===== config.mk =====
export PLATFORM = sky130hd
export DESIGN_NAME = line_refill_master
export DESIGN_NICKNAME = d
export VERILOG_FILES = /design/src/design/cache_pkg.sv /design/src/design/line_refill_master.sv
export SDC_FILE = /design/constraint.sdc
export NUM_CORES = 1
export LEC_CHECK = 0
export ABC_AREA = 1
export BUFFER_PORTS_ARGS = -buffer_cell sky130_fd_sc_hd__buf_2
export CAP_MARGIN = 20
export CORE_MARGIN = 10
export CORE_UTILIZATION = 52
export DETAILED_ROUTE_END_ITERATION = 16
export GPL_ROUTABILITY_DRIVEN = 0
export PLACE_DENSITY = 0.82
export SLEW_MARGIN = 20
export SYNTH_ARGS = -nofsm -noshare
export SYNTH_HDL_FRONTEND = slang
export SYNTH_SLANG_ARGS = --single-unit

===== constraint.sdc =====
create_clock -name upstream_intf -period 8.3 [get_ports upstream_intf]
set_input_delay 0.83 -clock upstream_intf [delete_from_list [all_inputs] [get_ports upstream_intf]]
set_output_delay 0.83 -clock upstream_intf [all_outputs]
set_load 0.05 [all_outputs]

===== src/design/cache_pkg.sv =====
`default_nettype none

package cache_pkg;

    // geometry
    localparam int cache_bytes = 8192;
    localparam int line_words  = 4;
    localparam int num_lines   = cache_bytes / (line_words * 4);
    localparam int index_bits  = $clog2(num_lines);
    localparam int offset_bits = $clog2(line_words);
    localparam int tag_bits    = 32 - index_bits - offset_bits - 2;

    typedef logic [31:0]                addr_t;
    typedef logic [31:0]                word_t;
    // word 0 sits in the low bits
    typedef logic [line_words*32-1:0]   line_t;
    typedef logic [tag_bits-1:0]        tag_t;
    typedef logic [index_bits-1:0]      index_t;
    typedef logic [offset_bits-1:0]     offset_t;

    // ahb encodings
    typedef enum logic [1:0] {
        idle   = 2'b00,
        busy   = 2'b01,
        nonseq = 2'b10,
        seq    = 2'b11
    } htrans_t;

    typedef enum logic {
        okay  = 1'b0,
        error = 1'b1
    } hresp_t;

    localparam logic [2:0] hburst_wrap4 = 3'b010;

    typedef enum logic [1:0] {f_idle, f_miss, f_err1, f_err2} front_state_t;

    typedef enum logic [1:0] {r_idle, r_addr, r_data, r_done} refill_state_t;

endpackage

`default_nettype wire

===== src/design/line_refill_master.sv =====
`timescale 1ns/1ps
`default_nettype none

module line_refill_master import cache_pkg::*; (
    input  wire logic    upstream_intf,
    input  wire logic    rst_n,
    input  wire logic    refill_valid,
    input  addr_t        refill_addr,
    output logic         refill_ready,
    output addr_t        mem_haddr,
    output htrans_t      mem_htrans,
    output logic [2:0]   mem_hburst,
    input  word_t        mem_hrdata,
    input  wire logic    mem_hready,
    output logic         fill_valid,
    output addr_t        fill_addr,
    output line_t        fill_line
);

    refill_state_t state;
    addr_t         req_addr_q;
    offset_t       a_off;
    offset_t       d_off;
    offset_t       a_cnt;
    line_t         line_q;
    logic          take_data;

    // a data phase is open once the first address was taken
    assign take_data = mem_hready &&
                       ((state == r_addr && a_cnt != '0) || state == r_data);

    always_ff @(posedge upstream_intf or negedge rst_n) begin
        if (!rst_n) begin
            state <= r_idle;
            a_off <= '0;
            d_off <= '0;
            a_cnt <= '0;
        end else begin
            case (state)
                r_idle: begin
                    if (refill_valid) begin
                        a_off <= refill_addr[2 +: offset_bits];
                        d_off <= refill_addr[2 +: offset_bits];
                        a_cnt <= '0;
                        state <= r_addr;
                    end
                end
                r_addr: begin
                    if (mem_hready) begin
                        // offset wraps inside the line on its own
                        a_off <= a_off + 1'b1;
                        a_cnt <= a_cnt + 1'b1;
                        if (a_cnt == offset_t'(line_words - 1)) begin
                            state <= r_data;
                        end
                    end
                end
                r_data: begin
                    if (mem_hready) begin
                        state <= r_done;
                    end
                end
                r_done: state <= r_idle;
                default: state <= r_idle;
            endcase
            if (take_data) begin
                d_off <= d_off + 1'b1;
            end
        end
    end

    always_ff @(posedge upstream_intf) begin
        if (state == r_idle && refill_valid) begin
            req_addr_q <= refill_addr;
        end
        if (take_data) begin
            line_q[32 * d_off +: 32] <= mem_hrdata;
        end
    end

    always_comb begin
        mem_htrans = idle;
        if (state == r_addr) begin
            mem_htrans = (a_cnt == '0) ? nonseq : seq;
        end
    end

    assign mem_hburst   = (state == r_addr) ? hburst_wrap4 : 3'b000;
    assign mem_haddr    = {req_addr_q[31:offset_bits + 2], a_off, 2'b00};
    assign refill_ready = (state == r_idle);
    assign fill_valid   = (state == r_done);
    assign fill_addr    = req_addr_q;
    assign fill_line    = line_q;

    // address and control held while memory inserts wait states
    a_addr_held: assert property (@(posedge upstream_intf) disable iff (!rst_n)
        mem_htrans != idle && !mem_hready |=> $stable(mem_haddr) && $stable(mem_htrans));

    // beat k sits k words after the requested word, wrapped inside the line
    a_beat_in_line: assert property (@(posedge upstream_intf) disable iff (!rst_n)
        mem_htrans inside {nonseq, seq} |->
            mem_haddr[31:2] == {fill_addr[31:offset_bits + 2],
                                offset_t'(fill_addr[2 +: offset_bits] + a_cnt)});

endmodule

`default_nettype wire


==> results.json <==
{
  "fillCellCount": 874,
  "grt_pass1_vias": 4647,
  "seq_area_mm2": 0.00500,
  "placementRows": 40,
  "port-buffer-count": 262,
  "pwr_density_cell_mw_per_mm2": 377,
  "maximum_number_of_pins_on_one_net_before_global_route_repair": 36,
  "ys_warn_count": 0,
  "die-area_mm2": 0.0174,
  "number_of_antenna_violations_at_the_first_check_in_global_routing": 0,
  "fin_nets": 789,
  "postCtsSetupRepairBufs": 0,
  "cp_data_required_time_ns": 8.44,
  "timing.critical_path.fanout_max": 35,
  "relSlewSlack_pct": 33.1,
  "remaining_drc_errors": 0,
  "die_y_extent_um": 132,
  "power.static_leakage_nw": 3.56,
  "dp_hpwl_um": 13600,
  "cts_max_level": 4,
  "ir_worst_vdd_mv": 0.269,
  "final_min_period_over_clock_period_pct": 32.8,
  "syn_avg_cell_area_um2": 13.8,
  "worstSetupEndpointType": "register",
  "yosysSeqAreaShare_pct": 76.7,
  "fp.coreArea_mm2": 0.0122,
  "worst_skew_pair.late_latency_ns": 0.42,
  "syn-cell-area_mm2": 0.00653,
  "worst_tran_pin_value_ns": 1.00,
  "die_width_um": 132,
  "minimum_period_implied_by_the_final_worst_setup_slack_ns": 2.72,
  "totalWireLength_um": 18700,
  "dr.pass1.iters": 5,
  "grt_pass1_wl_um": 28500,
  "cts-hold-fix-buffers": 0,
  "fin_worst_skew_ns": 0.00655,
  "finalSetupViolCount": 0,
  "clock_path_buffers": 2,
  "worst_setup_hold_path_clk_slew_ns": 0.06,
  "critPathKind": "register to register",
  "hold_viol": 0,
  "gr-usage-all-layers_pct": 21.2,
  "tritoncts_clock_tree": "built",
  "cts_sink_count": 168,
  "io-pin-count": 267,
  "yosys_register_bits": 168,
  "status": "finished clean",
  "yosys.cell_types.count": 18,
  "drt.antenna.violating_nets": 0,
  "setup.worst_path.start_class": "register",
  "multi_input_area_mm2": 0.00104,
  "diodes": 0,
  "clock-root-buffer": "clkbuf_16",
  "arrival_ns": 2.86,
  "areaGrowthSynthToFinish_pct": 28.6,
  "globalRouteOverflowTotal": 0,
  "first_iter_violations": 541,
  "rsz_0062_raised_after_global_routing": "no",
  "drv_slew": 0,
  "via_count": 4508,
  "ratio_of_cells_with_drive_above_1_in_the_final_layout_pct": 41.9,
  "drv_cap": 0,
  "mean_routed_wirelength_per_cell_um": 20.9,
  "post-place-ws_ns": 5.60,
  "syn-instance-count": 474,
  "vias_per_cell": 5.06,
  "fin_ws_ns": 5.58,
  "initial_core_util_pct": 53.7,
  "dpl-instance-area_mm2": 0.00777,
  "max_freq_mhz": 367,
  "worstHoldPathType": "primary input to asynchronous set/reset pin",
  "postCtsResizedCells": 0,
  "setup_total_negative_slack_ns": 0,
  "postLayoutCellArea_mm2": 0.00840,
  "cts_buffers": 17
}
stage by stage:
step,instances,total power [mW],util (%),hold WS [ns]
floorplan,477,2.10,-,0.519
global placement,858,2.33,63.9,0.511
detailed placement,858,2.37,63.9,0.547
CTS,890,3.18,68.9,0.234
global route,891,3.31,69.0,0.238
finish,891,3.16,69.0,0.238
synth_stat cells:
library cell    n  share of area (%)
buf_4          34                3.9
buf_2          16                1.2
inv_1          46                2.6
dfrtp_1         8                3.1
nand2_2         2               0.19
or2_2           1              0.096
nand2_1        41                2.4
nand3_1         3               0.23
nor3_1         57                4.4
nor2_1         71                4.1
clkbuf_1        1              0.057
a21oi_1         1              0.077
edfxtp_1      160                 74
conb_1          1              0.057
ha_1           11                2.1
o21ai_0        10               0.77
nor3b_1         9                1.0
inv_2           2               0.12
sequential cells by signal, indices dropped and copies added (netlist names):
register   count
fill_addr     32
a_off          2
d_off          2
fill_line    128
a_cnt          2
state          2
cell type report:
class | instances | share of cell area, %
flip-flops and latches | 168 | 59.6
clock buffers | 18 | 5.11
well taps | 168 | 2.50
multi-input cells | 210 | 12.4
repair buffers | 265 | 16.0
clock inverters | 14 | 2.16
inverters | 48 | 2.15
layout by cell type, fill, tap and decap left out:
master,Yosys,routed
a21oi_1,1,1
buf_12,0,1
buf_2,16,262
buf_4,34,2
bufinv_16,0,4
clkbuf_1,1,1
clkbuf_16,0,17
clkinv_1,0,3
clkinv_2,0,2
clkinv_4,0,2
clkinvlp_4,0,3
conb_1,1,4
dfrtp_1,8,8
edfxtp_1,160,160
ha_1,11,11
inv_1,46,45
inv_2,2,3
nand2_1,41,41
nand2_2,2,2
nand3_1,3,3
nor2_1,71,67
nor2_4,0,4
nor3_1,57,57
nor3b_1,9,9
o21ai_0,10,10
or2_2,1,1
worst max-delay path, cell delays in order (launching register included):
cell and delay [ns]:
dfrtp_1 0.47, inv_2 0.31, ha_1 0.33, nand2_2 0.51, inv_1 0.12, nand2_1 0.56
nor2_1 0.12
routing by layer:
metal	up-vias	track usage (%)	wire (µm)
li1	2066	-	-
met1	2185	24.1	7060
met2	221	36.7	9780
met3	36	5.91	1380
met4	0	8.53	446
met5	-	0	0
cells by family after synthesis:
logic type	share of synthesized area, %
other	0.0574
adder cells (fa/ha/maj)	2.11
buffers and inverters	7.95
flip-flops	76.7
AND/OR/NAND/NOR	12.4
AO/OA/AOI/OAI	0.843
worst paths after layout:
check                           slack [ns]  cells after the start     start       endpoint
worst min register to register        0.57                      2  a_off[1]       a_off[1]
worst max-delay path                  5.58                      6  d_off[0]  fill_line[40]
min in group upstream_intf            0.57                      2  a_off[1]       a_off[1]
worst max register to register        5.58                      6  d_off[0]  fill_line[40]
worst min-delay path                  0.24                      1     rst_n       state[1]
max in group asynchronous             7.89                      1     rst_n       d_off[1]
where the power goes:
group / switching (mW) / total [mW] / internal [mW] / leakage, nW
clock network: 0.317 / 0.816 / 0.500 / 0.288
logic: 0.966 / 1.18 / 0.211 / 1.70
registers: 0.0550 / 1.17 / 1.12 / 1.57
Note: power is estimated with default switching activity, not from simulation.
