**src/design/cache_pkg.sv**
```systemverilog
`default_nettype none

package cache_pkg;

    // geometry
    localparam int cache_bytes = 8192;
    localparam int line_words  = 4;
    localparam int num_lines   = cache_bytes / (line_words * 4);
    localparam int index_bits  = $clog2(num_lines);
    localparam int offset_bits = $clog2(line_words);
    localparam int tag_bits    = 32 - index_bits - offset_bits - 2;

    typedef logic [31:0]                addr_t;
    typedef logic [31:0]                word_t;
    // word 0 sits in the low bits
    typedef logic [line_words*32-1:0]   line_t;
    typedef logic [tag_bits-1:0]        tag_t;
    typedef logic [index_bits-1:0]      index_t;
    typedef logic [offset_bits-1:0]     offset_t;

    // ahb encodings
    typedef enum logic [1:0] {
        idle   = 2'b00,
        busy   = 2'b01,
        nonseq = 2'b10,
        seq    = 2'b11
    } htrans_t;

    typedef enum logic {
        okay  = 1'b0,
        error = 1'b1
    } hresp_t;

    localparam logic [2:0] hburst_wrap4 = 3'b010;

    typedef enum logic [1:0] {f_idle, f_miss, f_err1, f_err2} front_state_t;

    typedef enum logic [1:0] {r_idle, r_addr, r_data, r_done} refill_state_t;

endpackage

`default_nettype wire
```
**src/design/ahb_slave_front.sv**
```systemverilog
`timescale 1ns/1ps
`default_nettype none

module ahb_slave_front import cache_pkg::*; (
    input  wire logic    upstream_intf,
    input  wire logic    rst_n,
    input  addr_t        haddr,
    input  htrans_t      htrans,
    input  wire logic    hwrite,
    input  wire logic    hsel,
    output word_t        hrdata,
    output logic         hready,
    output hresp_t       hresp,
    output addr_t        lookup_addr,
    input  wire logic    hit,
    input  word_t        hit_word,
    output logic         refill_valid,
    output addr_t        refill_addr,
    input  wire logic    refill_ready,
    input  wire logic    fill_valid
);

    front_state_t state;
    addr_t        addr_q;
    logic         rd_q;
    logic         req_q;
    logic         accept;

    // a selected nonseq or seq while the bus is ready
    assign accept = hready && hsel && (htrans == nonseq || htrans == seq);

    always_comb begin
        hready = 1'b1;
        hresp  = okay;
        case (state)
            f_idle: begin
                if (rd_q && !hit) begin
                    hready = 1'b0;
                end
            end
            f_miss: hready = 1'b0;
            f_err1: begin
                hready = 1'b0;
                hresp  = error;
            end
            f_err2: hresp = error;
            default: hready = 1'b1;
        endcase
    end

    always_ff @(posedge upstream_intf) begin
        if (accept) begin
            addr_q <= haddr;
        end
    end

    always_ff @(posedge upstream_intf or negedge rst_n) begin
        if (!rst_n) begin
            state <= f_idle;
            rd_q  <= 1'b0;
            req_q <= 1'b0;
        end else begin
            case (state)
                f_idle: begin
                    if (rd_q && !hit) begin
                        state <= f_miss;
                        req_q <= 1'b1;
                    end else begin
                        rd_q <= accept && !hwrite;
                        if (accept && hwrite) begin
                            state <= f_err1;
                        end
                    end
                end
                f_miss: begin
                    if (req_q && refill_ready) begin
                        req_q <= 1'b0;
                    end
                    // word is read through the lookup once the line is in
                    if (fill_valid) begin
                        state <= f_idle;
                    end
                end
                f_err1: state <= f_err2;
                f_err2: begin
                    rd_q  <= accept && !hwrite;
                    state <= (accept && hwrite) ? f_err1 : f_idle;
                end
                default: state <= f_idle;
            endcase
        end
    end

    assign lookup_addr  = addr_q;
    assign hrdata       = hit_word;
    assign refill_valid = req_q;
    assign refill_addr  = addr_q;

    // request held with its address until taken
    a_req_stable: assert property (@(posedge upstream_intf) disable iff (!rst_n)
        refill_valid && !refill_ready |=> refill_valid && $stable(refill_addr));

    // the refilled line hits on the first cycle back in f_idle
    a_hit_after_fill: assert property (@(posedge upstream_intf) disable iff (!rst_n)
        state == f_miss && fill_valid |=> hit && hready);

endmodule

`default_nettype wire

```
**config.mk**
```make
export PLATFORM = sky130hd
export DESIGN_NAME = ahb_slave_front
export DESIGN_NICKNAME = d
export VERILOG_FILES = /design/src/design/cache_pkg.sv /design/src/design/ahb_slave_front.sv
export SDC_FILE = /design/constraint.sdc
export NUM_CORES = 1
export LEC_CHECK = 0
export ABC_AREA = 1
export BUFFER_PORTS_ARGS = -buffer_cell sky130_fd_sc_hd__buf_2
export CAP_MARGIN = 10
export CELL_PAD_IN_SITES_DETAIL_PLACEMENT = 1
export CELL_PAD_IN_SITES_GLOBAL_PLACEMENT = 2
export CORE_MARGIN = 1.5
export CORE_UTILIZATION = 19
export DETAILED_ROUTE_END_ITERATION = 12
export PLACE_DENSITY = 0.91
export SLEW_MARGIN = 20
export SYNTH_ARGS = -nofsm -noshare
export SYNTH_HDL_FRONTEND = slang
export SYNTH_SLANG_ARGS = --single-unit
export TNS_END_PERCENT = 100
```
**constraint.sdc**
```tcl
create_clock -name upstream_intf -period 2.5 [get_ports upstream_intf]
set_input_delay 0.375 -clock upstream_intf [delete_from_list [all_inputs] [get_ports upstream_intf]]
set_output_delay 0.375 -clock upstream_intf [all_outputs]
set_load 0.1 [all_outputs]
```
==> impl_metrics.py <==
metrics = {
    "sta": {
        "fin_crit_sh": 0.826,
        "layout_min_cycle_time_ps": 2070,
        "slew_violations": 0,
        "max_freq_mhz": 484,
        "tightest_slew_ps": 497,
        "relSlewSlack": 0.671,
        "finalClockSkew_ps": 3.13,
        "finalSetupViolations": 0,
        "report.final.hold_viol_count": 0,
        "setup_tns_ps": 0,
        "rsz0062_at_grt": "no",
    },
    "route": {
        "viasPerCell": 3.62,
        "drtPass1Iterations": 3,
        "vias": 1122,
        "drt_wl_total_um": 3670,
        "postRouteAntennaNets": 0,
        "wl_per_cell_um": 11.8,
        "drtIter0Drc": 34,
        "route.detailed.drc": 0,
    },
    "finish": {
        "multi_input_area_um2": 195,
        "regArea_um2": 1060,
        "diodes": 0,
        "fillers": 1048,
        "drive_above_1_share": 0.603,
        "design_area_um2": 2080,
        "syn2layout_area_growth_pct": 16.9,
        "final_nets": 275,
        "utilization": 0.227,
        "instances_no_fill": 310,
    },
    "place": {
        "placed_area_um2": 1980,
        "gp_congestion": 0.770,
        "io_buffers": 106,
        "place_inst": 301,
        "dp_hpwl_um": 2910,
    },
    "setup_path": {
        "endpoint_kind": "primary output",
        "cpMaxStageDelayCell": "dfrtp_1",
        "critPathMaxFanout": 7,
        "cp-startpoint": "state[0]",
        "startpoint_type": "register",
        "worst_path_most_repeated_cell": "nand2_2",
        "crit_arrival_ps": 1690,
        "crit_type": "reg -> out",
        "r2r-start": "state[0]",
        "cp.buffers_inverters": 2,
        "path_cells": "inv_1 -> ha_1 -> nand2_2 -> nand2_2 -> buf_2",
        "critPathMaxStageDelay_ps": 420,
        "crit_family": "buffers and inverters",
        "required_ps": 2120,
    },
    "global_route": {
        "grt_start_max_net_pins": 34,
        "grt-ovfl-total": 0,
        "grt_pass1_vias": 1053,
        "grt_use_total": 0.0702,
        "antenna_found_initial": 0,
        "grt_pass1_wl_um": 5310,
    },
    "clock_tree": {
        "cts.repair.resized": 0,
        "cts.path.max_buffers": 2,
        "h-tree-depth": 2,
        "cts-root-buf": "clkbuf_8",
        "cts_buffers": 5,
        "cts.clk_slew.worst_paths_ps": 80,
        "insertion_delay_ps": 280,
        "tritoncts": "yes",
        "cts_sinks": 36,
    },
    "outcome": {
        "outcome": "completed",
    },
    "synth": {
        "syn_area_um2": 1780,
        "synth_enable_flop_cells": 32,
        "yosys_register_bits": 36,
        "ys_warn_count": 0,
        "yosysSeqAreaShare": 0.598,
        "synth.distinct_cells": 16,
        "ys_async_sr_fraction": 0.111,
        "synthesis.instances": 147,
        "synth_top_area_frac": 0.541,
        "ys_top_cells_by_area": "edfxtp_1 54%, buf_4 27%, dfrtp_1 5.6%",
        "yosysMostFrequentCell": "buf_4",
        "synth_fp_nets": 224,
        "synth_area_per_cell_um2": 12.1,
        "yosys.area.top_type": "edfxtp_1",
        "synth_flop_cell": "edfxtp_1",
        "ys_top_cells_by_count": "64 x buf_4, 32 x edfxtp_1, 17 x nand2_1",
    },
    "power": {
        "leakage_uw": 0.000968,
        "power_uw": 3050,
        "powerDensity_nw_per_um2": 1470,
        "ir_drop_mv": 0.693,
    },
    "die": {
        "die_h_um": 99.7,
        "die_x_um": 99.7,
        "coreArea_um2": 9150,
        "rows": 35,
        "initial_core_util": 0.194,
        "die_area_um2": 9930,
        "ios": 172,
    },
    "job": {
        "cap_violations": 0,
    },
    "min_path": {
        "hold_path_class": "in -> reg",
        "holdCritStartpoint": "haddr[18]",
    },
}
-- report_power, final --
group	total (uW)	leakage [uW]	internal [uW]	switching, uW
Clock	409	0.0000479	194	215
Combinational	1790	0.000573	237	1560
Sequential	843	0.000347	789	54.8
-- path summary, 6_finish.rpt --
| path | endpoint | slack (ps) | depth (start not counted) |
|---|---|---|---|
| worst max-delay path | hready | 430 | 5 |
| worst min-delay path | lookup_addr[18] | 260 | 1 |
| worst max register to register | lookup_addr[8] | 630 | 7 |
| worst min register to register | rd_q | 540 | 2 |
| max in group asynchronous | state[0] | 1940 | 2 |
| min in group asynchronous | rd_q | 430 | 2 |
-- worst register-to-register path, cell delays in order, from the launching register on --
cell	delay, ps
dfrtp_1	420
inv_1	90
ha_1	250
nand2_2	140
nand2_2	90
nand2_1	80
clkinvlp_4	70
buf_4	370
-- routing by layer --
layer / vias up / GRT usage / part of all wire
met5: - / 0 / 0
met4: 0 / 0.0358 / 0.020
met1: 525 / 0.0771 / 0.39
li1: 513 / - / -
met3: 7 / 0.0267 / 0.087
met2: 77 / 0.118 / 0.50
-- final cells by class --
class                   instances  area share
clock buffers                   5      0.0332
repair buffers                108       0.264
multi-input cells              36      0.0940
flip-flops and latches         36       0.511
inverters                      11      0.0217
well taps                     111      0.0669
clock inverters                 3     0.00904
-- layout by cell type (no fill, tap or decap) --
cell / synthesis / final
a21oi_1: 1 / 1
a31oi_1: 2 / 2
buf_2: 0 / 106
buf_4: 64 / 1
clkbuf_8: 0 / 5
clkinv_2: 0 / 2
clkinv_4: 0 / 1
clkinvlp_4: 0 / 1
dfrtp_1: 4 / 4
dlygate4sd3_1: 0 / 1
edfxtp_1: 32 / 32
ha_1: 4 / 4
inv_1: 10 / 9
inv_2: 1 / 1
nand2_1: 17 / 16
nand2_2: 1 / 2
nand3_1: 2 / 2
nand4_1: 1 / 1
nor2_1: 4 / 4
o21ai_0: 2 / 2
o21bai_1: 1 / 1
or2_2: 1 / 1
-- kinds of logic (layout without fill, tap and decap cells) --
kind of cell | after synthesis | after routing | synth area share
compound gates | 6 | 6 | 0.0197
fa+ha+maj | 4 | 4 | 0.0282
buf+inv | 75 | 127 | 0.294
flops | 36 | 36 | 0.598
simple gates | 26 | 26 | 0.0606
-- metrics by stage --
step	setup WS (ps)	hold slack, ps
finish	435	260
global placement	652	198
CTS	394	250
global route	322	239
floorplan	268	79.4
detailed placement	581	198
-- registers in the layout (all words and copies together), names as in the netlist --
register      count
lookup_addr      32
state             2
rd_q              1
refill_valid      1
-- what timing repair did --
action / in CTS / in global routing
buffers inserted: 0 / 0
hold endpoints to repair: 4 / 0
hold buffers: 1 / 0
Power figures use the tool's default switching activity.
